===== src/nic_rx_config.svh =====
`ifndef NIC_RX_CONFIG_SVH
`define NIC_RX_CONFIG_SVH

//----------------------------------------------------------------------
// Receive buffer geometry
//----------------------------------------------------------------------

// Qword address width of the circular buffer
`define NIC_BUF_ADDR_BITS 6

// 64 qwords with the default width
`define NIC_BUF_DEPTH (1 << `NIC_BUF_ADDR_BITS)

//----------------------------------------------------------------------
// Transfer trigger tuning
//----------------------------------------------------------------------

// Qwords in one full DMA burst
`define NIC_TLP_MAX_QWORDS 16

// Quiet cycles after the last commit before a partial burst goes out
`define NIC_TRIGGER_TIMEOUT 32

`endif


===== src/nic_rx_pkg.sv =====
`include "nic_rx_config.svh"

package nic_rx_pkg;

    //----------------------------------------------------------------------
    // Data path vectors
    //----------------------------------------------------------------------
    typedef logic [63:0] qword_t;                           // One MAC beat
    typedef logic [7:0]  byte_valid_t;                      // Per-byte valid mask

    typedef logic [`NIC_BUF_ADDR_BITS-1:0] buf_addr_t;      // Buffer word address
    typedef logic [`NIC_BUF_ADDR_BITS:0]   buf_ptr_t;       // Address plus wrap bit

    typedef logic [4:0]  qword_count_t;                     // 0 to 16 qwords per burst
    typedef logic [31:0] frame_count_t;                     // Statistics counter

    //----------------------------------------------------------------------
    // State machines
    //----------------------------------------------------------------------
    typedef enum logic [1:0] {
        RX_IDLE,                                            // Between frames
        RX_RECEIVE,                                         // Writing beats of a frame
        RX_DROP                                             // Discarding an overflowed frame
    } rx_state_t;

    typedef enum logic [1:0] {
        TRIG_WATCH,                                         // Looking at pending qwords
        TRIG_REQUEST,                                       // Request held until ack
        TRIG_WAIT_CONSUME                                   // Waiting for new read pointer
    } trig_state_t;

endpackage


===== src/rx_buffer_ram.sv =====
`timescale 1ns/1ps
`include "nic_rx_config.svh"

module rx_buffer_ram
    import nic_rx_pkg::*;
(
    input  logic      xaui_clk_156_25_out,                  // Single clock for both ports

    // Write port from the frame writer
    input  logic      wr_en,
    input  buf_addr_t wr_addr,
    input  qword_t    wr_data,

    // Read port for the DMA consumer
    input  buf_addr_t rd_addr,
    output qword_t    rd_data                               // Valid one cycle after rd_addr
);

    //----------------------------------------------------------------------
    // Storage
    //----------------------------------------------------------------------
    qword_t mem [`NIC_BUF_DEPTH];                           // Circular receive buffer

    // Write side
    always_ff @(posedge xaui_clk_156_25_out) begin
        if (wr_en) begin
            mem[wr_addr] <= wr_data;                        // Beat lands at end of its cycle
        end
    end

    // Read side, one register stage
    always_ff @(posedge xaui_clk_156_25_out) begin
        rd_data <= mem[rd_addr];                            // Old data on same-address collision
    end

endmodule


===== src/rx_frame_writer.sv =====
`timescale 1ns/1ps
`include "nic_rx_config.svh"

module rx_frame_writer
    import nic_rx_pkg::*;
(
    input  logic        xaui_clk_156_25_out,
    input  logic        reset_n,

    // MAC receive client
    input  qword_t      rx_data,
    input  byte_valid_t rx_data_valid,                      // Any bit set marks a beat
    input  logic        rx_good_frame,                      // End pulse, commit
    input  logic        rx_bad_frame,                       // End pulse, roll back

    // Read pointer returned by the consumer
    input  logic        rd_addr_change,
    input  buf_ptr_t    rd_addr_extended,

    // Buffer write port
    output logic        wr_en,
    output buf_addr_t   wr_addr,
    output qword_t      wr_data,

    output buf_ptr_t    committed_wr_ptr,                   // End of last good frame
    output logic        frame_dropped                       // One cycle after dropped frame ends
);

    //----------------------------------------------------------------------
    // Local state
    //----------------------------------------------------------------------
    rx_state_t state;
    buf_ptr_t  wr_ptr;                                      // Running pointer inside a frame
    buf_ptr_t  rd_ptr_committed;                            // Consumer's released position
    buf_ptr_t  used_qwords;
    logic      beat;
    logic      end_pulse;
    logic      buf_full;

    assign beat        = |rx_data_valid;
    assign end_pulse   = rx_good_frame | rx_bad_frame;
    assign used_qwords = wr_ptr - rd_ptr_committed;         // Wrap bit keeps 64 distinct from 0
    assign buf_full    = (used_qwords == buf_ptr_t'(`NIC_BUF_DEPTH));

    // Write straight through in the beat's own cycle
    assign wr_en   = beat && !buf_full && (state != RX_DROP);
    assign wr_addr = wr_ptr[`NIC_BUF_ADDR_BITS-1:0];        // Drop the wrap bit
    assign wr_data = rx_data;

    //----------------------------------------------------------------------
    // Consumer read pointer
    //----------------------------------------------------------------------
    always_ff @(posedge xaui_clk_156_25_out or negedge reset_n) begin
        if (!reset_n) begin
            rd_ptr_committed <= '0;
        end else if (rd_addr_change) begin
            rd_ptr_committed <= rd_addr_extended;           // Space freed by the DMA side
        end
    end

    //----------------------------------------------------------------------
    // Frame FSM
    //----------------------------------------------------------------------
    always_ff @(posedge xaui_clk_156_25_out or negedge reset_n) begin
        if (!reset_n) begin
            state            <= RX_IDLE;
            wr_ptr           <= '0;
            committed_wr_ptr <= '0;
            frame_dropped    <= 1'b0;
        end else begin
            frame_dropped <= 1'b0;                          // Single-cycle pulse
            case (state)
                RX_IDLE, RX_RECEIVE: begin
                    if (rx_good_frame) begin
                        committed_wr_ptr <= wr_ptr;         // Publish the whole frame
                        state            <= RX_IDLE;
                    end else if (rx_bad_frame) begin
                        wr_ptr <= committed_wr_ptr;         // Roll back the partial frame
                        state  <= RX_IDLE;
                    end else if (beat) begin
                        if (buf_full) begin
                            state <= RX_DROP;               // No room, lose the frame whole
                        end else begin
                            wr_ptr <= wr_ptr + 1'b1;
                            state  <= RX_RECEIVE;
                        end
                    end
                end
                RX_DROP: begin
                    if (end_pulse) begin
                        wr_ptr        <= committed_wr_ptr;  // Rewind what was written
                        frame_dropped <= 1'b1;
                        state         <= RX_IDLE;
                    end
                end
                default: begin
                    state <= RX_IDLE;
                end
            endcase
        end
    end

    //----------------------------------------------------------------------
    // Checks
    //----------------------------------------------------------------------
    // Writes never land on qwords the consumer has not released
    a_no_overrun: assert property (
        @(posedge xaui_clk_156_25_out) disable iff (!reset_n)
        wr_en |-> (used_qwords < buf_ptr_t'(`NIC_BUF_DEPTH))
    );

    // MAC gives one outcome per frame
    a_single_end_pulse: assert property (
        @(posedge xaui_clk_156_25_out) disable iff (!reset_n)
        !(rx_good_frame && rx_bad_frame)
    );

endmodule


===== src/tlp_trigger.sv =====
`timescale 1ns/1ps
`include "nic_rx_config.svh"

module tlp_trigger
    import nic_rx_pkg::*;
(
    input  logic         xaui_clk_156_25_out,
    input  logic         reset_n,

    input  buf_ptr_t     committed_wr_ptr,                  // From the frame writer

    // Read pointer returned by the consumer
    input  logic         rd_addr_change,
    input  buf_ptr_t     rd_addr_extended,

    // Level request with one-cycle ack
    input  logic         trigger_tlp_ack,
    output logic         trigger_tlp,
    output qword_count_t qwords_to_send                     // Held while trigger_tlp is high
);

    //----------------------------------------------------------------------
    // Pending qwords and idle timer
    //----------------------------------------------------------------------
    localparam int TIMER_BITS = $clog2(`NIC_TRIGGER_TIMEOUT + 1);
    localparam logic [TIMER_BITS-1:0] TIMEOUT_VAL = `NIC_TRIGGER_TIMEOUT;

    trig_state_t           state;
    buf_ptr_t              rd_ptr_committed;
    buf_ptr_t              last_wr_ptr;                     // Write pointer seen last cycle
    buf_ptr_t              pending;
    logic [TIMER_BITS-1:0] idle_cnt;
    logic                  commit_seen;
    logic                  timeout_hit;
    logic                  burst_ready;

    assign pending     = committed_wr_ptr - rd_ptr_committed;
    assign commit_seen = (committed_wr_ptr != last_wr_ptr); // New frame just committed
    assign timeout_hit = (idle_cnt == TIMEOUT_VAL) && !commit_seen;
    assign burst_ready = (pending >= buf_ptr_t'(`NIC_TLP_MAX_QWORDS));

    always_ff @(posedge xaui_clk_156_25_out or negedge reset_n) begin
        if (!reset_n) begin
            rd_ptr_committed <= '0;
            last_wr_ptr      <= '0;
            idle_cnt         <= '0;
        end else begin
            last_wr_ptr <= committed_wr_ptr;
            if (rd_addr_change) begin
                rd_ptr_committed <= rd_addr_extended;       // Consumer finished a burst
            end
            if (commit_seen) begin
                idle_cnt <= '0;                             // Restart quiet period
            end else if (idle_cnt != TIMEOUT_VAL) begin
                idle_cnt <= idle_cnt + 1'b1;                // Saturates at the timeout
            end
        end
    end

    //----------------------------------------------------------------------
    // Request FSM
    //----------------------------------------------------------------------
    always_ff @(posedge xaui_clk_156_25_out or negedge reset_n) begin
        if (!reset_n) begin
            state          <= TRIG_WATCH;
            trigger_tlp    <= 1'b0;
            qwords_to_send <= '0;
        end else begin
            case (state)
                TRIG_WATCH: begin
                    if (burst_ready) begin
                        trigger_tlp    <= 1'b1;
                        qwords_to_send <= qword_count_t'(`NIC_TLP_MAX_QWORDS); // Full burst
                        state          <= TRIG_REQUEST;
                    end else if ((pending != '0) && timeout_hit) begin
                        trigger_tlp    <= 1'b1;
                        qwords_to_send <= qword_count_t'(pending);  // Remainder below 16
                        state          <= TRIG_REQUEST;
                    end
                end
                TRIG_REQUEST: begin
                    if (trigger_tlp_ack) begin
                        trigger_tlp <= 1'b0;                // Drop at the edge after ack
                        state       <= TRIG_WAIT_CONSUME;
                    end
                end
                TRIG_WAIT_CONSUME: begin
                    if (rd_addr_change) begin
                        state <= TRIG_WATCH;                // Pending recomputed next cycle
                    end
                end
                default: begin
                    state <= TRIG_WATCH;
                end
            endcase
        end
    end

    //----------------------------------------------------------------------
    // Checks
    //----------------------------------------------------------------------
    // Request stays up with a fixed size until the consumer answers
    a_req_held: assert property (
        @(posedge xaui_clk_156_25_out) disable iff (!reset_n)
        (trigger_tlp && !trigger_tlp_ack) |=> (trigger_tlp && $stable(qwords_to_send))
    );

    a_req_size: assert property (
        @(posedge xaui_clk_156_25_out) disable iff (!reset_n)
        trigger_tlp |-> ((qwords_to_send >= 5'd1) && (qwords_to_send <= 5'd16))
    );

    // Consumer acks only an open request
    a_ack_has_req: assert property (
        @(posedge xaui_clk_156_25_out) disable iff (!reset_n)
        trigger_tlp_ack |-> trigger_tlp
    );

endmodule


===== src/rx_frame_counters.sv =====
`timescale 1ns/1ps

module rx_frame_counters
    import nic_rx_pkg::*;
(
    input  logic         xaui_clk_156_25_out,
    input  logic         reset_n,

    // Frame outcome pulses
    input  logic         rx_good_frame,                     // From the MAC
    input  logic         rx_bad_frame,                      // From the MAC
    input  logic         frame_dropped,                     // From the frame writer

    output frame_count_t good_frames,
    output frame_count_t bad_frames,
    output frame_count_t dropped_frames
);

    //----------------------------------------------------------------------
    // Statistics
    //----------------------------------------------------------------------
    // A dropped frame also shows up in good or bad
    always_ff @(posedge xaui_clk_156_25_out or negedge reset_n) begin
        if (!reset_n) begin
            good_frames    <= '0;
            bad_frames     <= '0;
            dropped_frames <= '0;
        end else begin
            if (rx_good_frame) begin
                good_frames <= good_frames + 1'b1;
            end
            if (rx_bad_frame) begin
                bad_frames <= bad_frames + 1'b1;
            end
            if (frame_dropped) begin
                dropped_frames <= dropped_frames + 1'b1;    // Overflow losses
            end
        end
    end

endmodule


===== src/nic_rx_top.sv =====
`timescale 1ns/1ps

module nic_rx_top
    import nic_rx_pkg::*;
(
    input  logic         xaui_clk_156_25_out,
    input  logic         reset_n,

    // MAC receive client
    input  qword_t       rx_data,
    input  byte_valid_t  rx_data_valid,
    input  logic         rx_good_frame,
    input  logic         rx_bad_frame,

    // DMA consumer
    input  buf_addr_t    rd_addr,
    output qword_t       rd_data,
    input  logic         rd_addr_change,
    input  buf_ptr_t     rd_addr_extended,
    input  logic         trigger_tlp_ack,
    output logic         trigger_tlp,
    output qword_count_t qwords_to_send,

    output buf_ptr_t     committed_wr_ptr,

    // Statistics
    output frame_count_t good_frames,
    output frame_count_t bad_frames,
    output frame_count_t dropped_frames
);

    //----------------------------------------------------------------------
    // Internal wires
    //----------------------------------------------------------------------
    logic      wr_en;
    buf_addr_t wr_addr;
    qword_t    wr_data;
    logic      frame_dropped;

    rx_frame_writer u_writer (
        .xaui_clk_156_25_out (xaui_clk_156_25_out),         // I
        .reset_n             (reset_n),                     // I
        .rx_data             (rx_data),                     // I [63:0]
        .rx_data_valid       (rx_data_valid),               // I [7:0]
        .rx_good_frame       (rx_good_frame),               // I
        .rx_bad_frame        (rx_bad_frame),                // I
        .rd_addr_change      (rd_addr_change),              // I
        .rd_addr_extended    (rd_addr_extended),            // I wrap bit included
        .wr_en               (wr_en),                       // O
        .wr_addr             (wr_addr),                     // O
        .wr_data             (wr_data),                     // O [63:0]
        .committed_wr_ptr    (committed_wr_ptr),            // O
        .frame_dropped       (frame_dropped)                // O
    );

    rx_buffer_ram u_ram (
        .xaui_clk_156_25_out (xaui_clk_156_25_out),         // I
        .wr_en               (wr_en),                       // I
        .wr_addr             (wr_addr),                     // I
        .wr_data             (wr_data),                     // I [63:0]
        .rd_addr             (rd_addr),                     // I from consumer
        .rd_data             (rd_data)                      // O [63:0]
    );

    tlp_trigger u_trigger (
        .xaui_clk_156_25_out (xaui_clk_156_25_out),         // I
        .reset_n             (reset_n),                     // I
        .committed_wr_ptr    (committed_wr_ptr),            // I
        .rd_addr_change      (rd_addr_change),              // I
        .rd_addr_extended    (rd_addr_extended),            // I
        .trigger_tlp_ack     (trigger_tlp_ack),             // I
        .trigger_tlp         (trigger_tlp),                 // O
        .qwords_to_send      (qwords_to_send)               // O [4:0]
    );

    rx_frame_counters u_counters (
        .xaui_clk_156_25_out (xaui_clk_156_25_out),         // I
        .reset_n             (reset_n),                     // I
        .rx_good_frame       (rx_good_frame),               // I
        .rx_bad_frame        (rx_bad_frame),                // I
        .frame_dropped       (frame_dropped),               // I
        .good_frames         (good_frames),                 // O [31:0]
        .bad_frames          (bad_frames),                  // O [31:0]
        .dropped_frames      (dropped_frames)               // O [31:0]
    );

endmodule


===== config.mk =====
export PLATFORM = sky130hd
export DESIGN_NAME = nic_rx_top
export DESIGN_NICKNAME = d
export VERILOG_FILES = /design/src/nic_rx_pkg.sv /design/src/rx_buffer_ram.sv /design/src/rx_frame_writer.sv /design/src/tlp_trigger.sv /design/src/rx_frame_counters.sv /design/src/nic_rx_top.sv
export VERILOG_INCLUDE_DIRS = /design/src
export SDC_FILE = /design/constraint.sdc
export NUM_CORES = 2
export LEC_CHECK = 0
export BUFFER_PORTS_ARGS = -buffer_cell sky130_fd_sc_hd__buf_2
export CAP_MARGIN = 25
export CORE_MARGIN = 1
export CORE_UTILIZATION = 50
export CTS_CLUSTER_SIZE = 12
export DETAILED_ROUTE_END_ITERATION = 10
export PLACE_DENSITY = 0.68
export REMOVE_ABC_BUFFERS = 1
export SLEW_MARGIN = 10
export SYNTH_ARGS = -nofsm -noshare
export SYNTH_HDL_FRONTEND = slang
export SYNTH_SLANG_ARGS = --single-unit

===== constraint.sdc =====
create_clock -name xaui_clk_156_25_out -period 5.17 [get_ports xaui_clk_156_25_out]
set_clock_uncertainty 0.2 [all_clocks]
set_input_delay 1.2925 -clock xaui_clk_156_25_out [delete_from_list [all_inputs] [get_ports xaui_clk_156_25_out]]
set_output_delay 1.2925 -clock xaui_clk_156_25_out [all_outputs]
set_load 0.01 [all_outputs]

==> flow_metrics.py <==
metrics = {
    "status": {
        "outcome": "complete, no violations",
    },
    "clock_tree": {
        "cts_max_level": 5,
        "cts_root_buf": "clkbuf_16",
        "cts_sinks": 4301,
        "clockBufferDepth": 4,
        "cts_resized": 0,
        "clock_latency_ns": 0.98,
        "clkTransAtPathRegs_ns": 0.06,
        "post-cts-setup-buffers": 0,
        "cts_tree": "done",
        "ctsHoldBuffers": 0,
        "cts_made_buffers": 427,
    },
    "cells_and_area": {
        "nNetsFinal": 7916,
        "drive_gt1_share_pct": 28.2,
        "fillers": 22700,
        "fin_cells": 12500,
        "final_util_pct": 57.7,
        "fin_area_um2": 186000,
        "syn_to_final_growth_pct": 14.4,
    },
    "critical_path": {
        "cp-endpoint": "u_ram.mem[11][53]",
        "r2r-end": "u_ram.mem[11][53]",
        "cp_num_cells": 7,
        "end_kind": "flip-flop",
        "path_class": "flip-flop to flip-flop",
        "crit_fanout": 41,
        "slowest_delay_ns": 0.96,
        "slowest_stage": "nor2_4",
        "arrival_ns": 4.76,
        "cp_top_family": "simple AND/OR/NAND/NOR gates",
        "required_ns": 5.58,
        "crit-reg2reg-launch": "u_writer.wr_ptr[5]",
        "crit_chain": "ha_1 > a211oi_2 > xnor2_1 > or4_1 > nand3_1 > nor2_4 > buf_12",
        "critPathLaunch": "u_writer.wr_ptr[5]",
        "critPathBufInv": 1,
        "reg2regPathDepth": 7,
        "startpoint_type": "flip-flop",
        "r2r_setup_slack_ns": 0.82,
    },
    "drt": {
        "dr.max_layer_used": "met5",
        "drt-met1-wl_um": 163000,
        "wl_met3_um": 37400,
        "dr_total_vias": 81000,
        "drc": 0,
        "drt_iter0_markers": 10300,
        "ant_nets": 0,
        "wl_um": 425000,
        "wl_met2_um": 208000,
        "dr.pass1.iters": 8,
        "wire_per_inst_um": 34.2,
        "via_per_inst": 6.50,
    },
    "grt": {
        "gr-usage-all-layers_pct": 25.9,
        "grt_overflow_total": 0,
        "antenna_found_initial": 17,
        "grt_pass1_vias": 81300,
        "grt_pass1_wl_um": 600000,
        "grt_max_degree": 89,
    },
    "sta": {
        "worst_slew_pin_slew_ns": 1.12,
        "finalHoldViolCount": 0,
        "finalSetupViolations": 0,
        "rsz0062_at_grt": "no",
        "relSlewSlack_pct": 25.3,
        "fmax_mhz": 230,
        "layout_min_cycle_time_ns": 4.35,
        "drv_slew": 0,
        "post-route-period-util_pct": 84.1,
    },
    "power_and_ir_drop": {
        "power_uw": 76600,
        "power.leakage_uw": 0.0594,
        "peakVddDrop_v": 0.000722,
        "p_per_area_nw_per_um2": 412,
    },
    "placement": {
        "hpwlAfterDp_um": 238000,
        "dp.cells": 11600,
        "place_area_um2": 172000,
        "port_buffers": 263,
        "place_congestion": 0.808,
    },
    "synth": {
        "synth_common_cells": "edfxtp_1 (4096), mux4_2 (1024), a21oi_1 (210)",
        "synthDominantCellAreaShare_pct": 75.8,
        "syn-cell-area_um2": 162000,
        "avgSynthCellArea_um2": 22.8,
        "synth_largest_area_cell": "edfxtp_1",
        "synth_seq_cells": 4301,
        "ys_types": 59,
        "syn_inst": 7115,
        "yosysSeqAreaShare_pct": 78.8,
        "async_reset_ff_share_pct": 3.28,
        "synth_edf_count": 4096,
        "yosysWarnings": 0,
        "synthTopCellsByArea": "edfxtp_1 (76%), mux4_2 (14%), dfrtp_1 (2.2%)",
        "ys.flop_type": "edfxtp_1",
        "yosysMostFrequentCell": "edfxtp_1",
    },
    "floorplanning": {
        "core_region_area_um2": 322000,
        "die_area_um2": 327000,
        "die_x_um": 572,
        "start_util_pct": 50.4,
        "row_count": 208,
        "die-height_um": 572,
        "ios": 264,
    },
    "run": {
        "cap_violations": 0,
    },
    "hold_path": {
        "hold_path.class": "primary input to async pin",
    },
}
==> sequential cells by signal, summed over array words and instances, names as in the netlist <==
register,flops
u_ram.mem,4096
u_ram.rd_data,64
u_counters.bad_frames,32
u_counters.dropped_frames,32
u_counters.good_frames,32
u_trigger.last_wr_ptr,7
u_trigger.rd_ptr_committed,7
u_writer.committed_wr_ptr,7
u_writer.wr_ptr,7
u_trigger.idle_cnt,6
u_trigger.qwords_to_send,5
u_trigger.state,2
u_writer.state,2
u_trigger.trigger_tlp,1
u_writer.frame_dropped,1
==> worst min-delay path by stage <==
| stage | slack, ns | cells past startpoint | end | startpoint |
|---|---|---|---|---|
| 6_report | 0.21 | 1 | u_counters.dropped_frames[17] | reset_n |
| 5_1_grt | 0.22 | 1 | u_counters.bad_frames[2] | reset_n |
| 4_1_cts | 0.16 | 1 | u_counters.bad_frames[6] | reset_n |
| 3_5_place_dp | 0.26 | 1 | u_counters.dropped_frames[31] | u_counters.dropped_frames[31] |
| 3_3_place_gp | 0.25 | 1 | u_counters.good_frames[31] | u_counters.good_frames[31] |
| 2_1_floorplan | 0.24 | 1 | u_trigger.state[0] | u_trigger.state[1] |
==> worst reg2reg max path, cell delays in order (launching register included) <==
cell	delay, ns
dfrtp_1	0.51
ha_1	0.42
a211oi_2	0.27
xnor2_1	0.16
or4_1	0.43
nand3_1	0.54
nor2_4	0.96
buf_12	0.42
==> area by class of cell <==
type                            count  area, um2  share of cell area, %
Antenna cell                        8       20.0                 0.0108
Tap cell                         4305       5390                   2.90
Clock buffer                      668      12000                   6.44
Multi-Input combinational cell   2415      33200                   17.9
Sequential cell                  4301     128000                   68.8
Inverter                           17       63.8                 0.0344
Clock inverter                     95        950                  0.511
Timing Repair Buffer              644       6330                   3.41
==> metrics by stage <==
stage | setup TNS [ns] | hold WS [ns] | setup slack (ns)
5_1_grt | 0 | 0.216 | 0.666
3_5_place_dp | 0 | 0.261 | 0.492
6_report | 0 | 0.209 | 0.822
4_1_cts | 0 | 0.155 | 0.721
3_3_place_gp | 0 | 0.254 | 0.383
2_1_floorplan | -1526.21 | 0.240 | -1.50
==> where the power goes <==
part | internal [uW] | switching (uW) | total (uW) | leakage (uW)
Combinational | 2280 | 4550 | 6830 | 0.0138
Sequential | 40200 | 579 | 40700 | 0.0393
Clock | 16100 | 12900 | 29000 | 0.00621
==> layer usage <==
metal | vias up | global-route usage, %
met3 | 803 | 3.98
met1 | 43800 | 35.8
met2 | 4580 | 42.2
met4 | 8 | 9.39
li1 | 31800 | -
met5 | - | 0
==> cell usage in the layout (no fill, tap or decap), drive strengths merged, types with 25 or more instances in the layout <==
cell,instances
mux2i,124
mux4,1024
xnor2,77
edfxtp,4096
o221ai,84
clkinv,72
a221oi,129
nand3,53
clkbuf,668
nand4,25
a22o,85
buf,644
nand2,73
inv,31
xor2,34
nor2,159
o22ai,89
dfrtp,141
a21oi,210
dfxtp,64
o21ai,67
==> cells by family after synthesis <==
logic type | count (synthesis) | share of synthesized area, %
buffers and inverters | 399 | 1.13
XOR/XNOR | 111 | 0.599
adder cells (fa/ha/maj) | 19 | 0.151
flip-flops | 4301 | 78.8
AND/OR/NAND/NOR | 410 | 1.21
AO/OA/AOI/OAI | 715 | 3.09
multiplexers | 1160 | 15.1
Note: power is estimated with default switching activity, not from simulation.
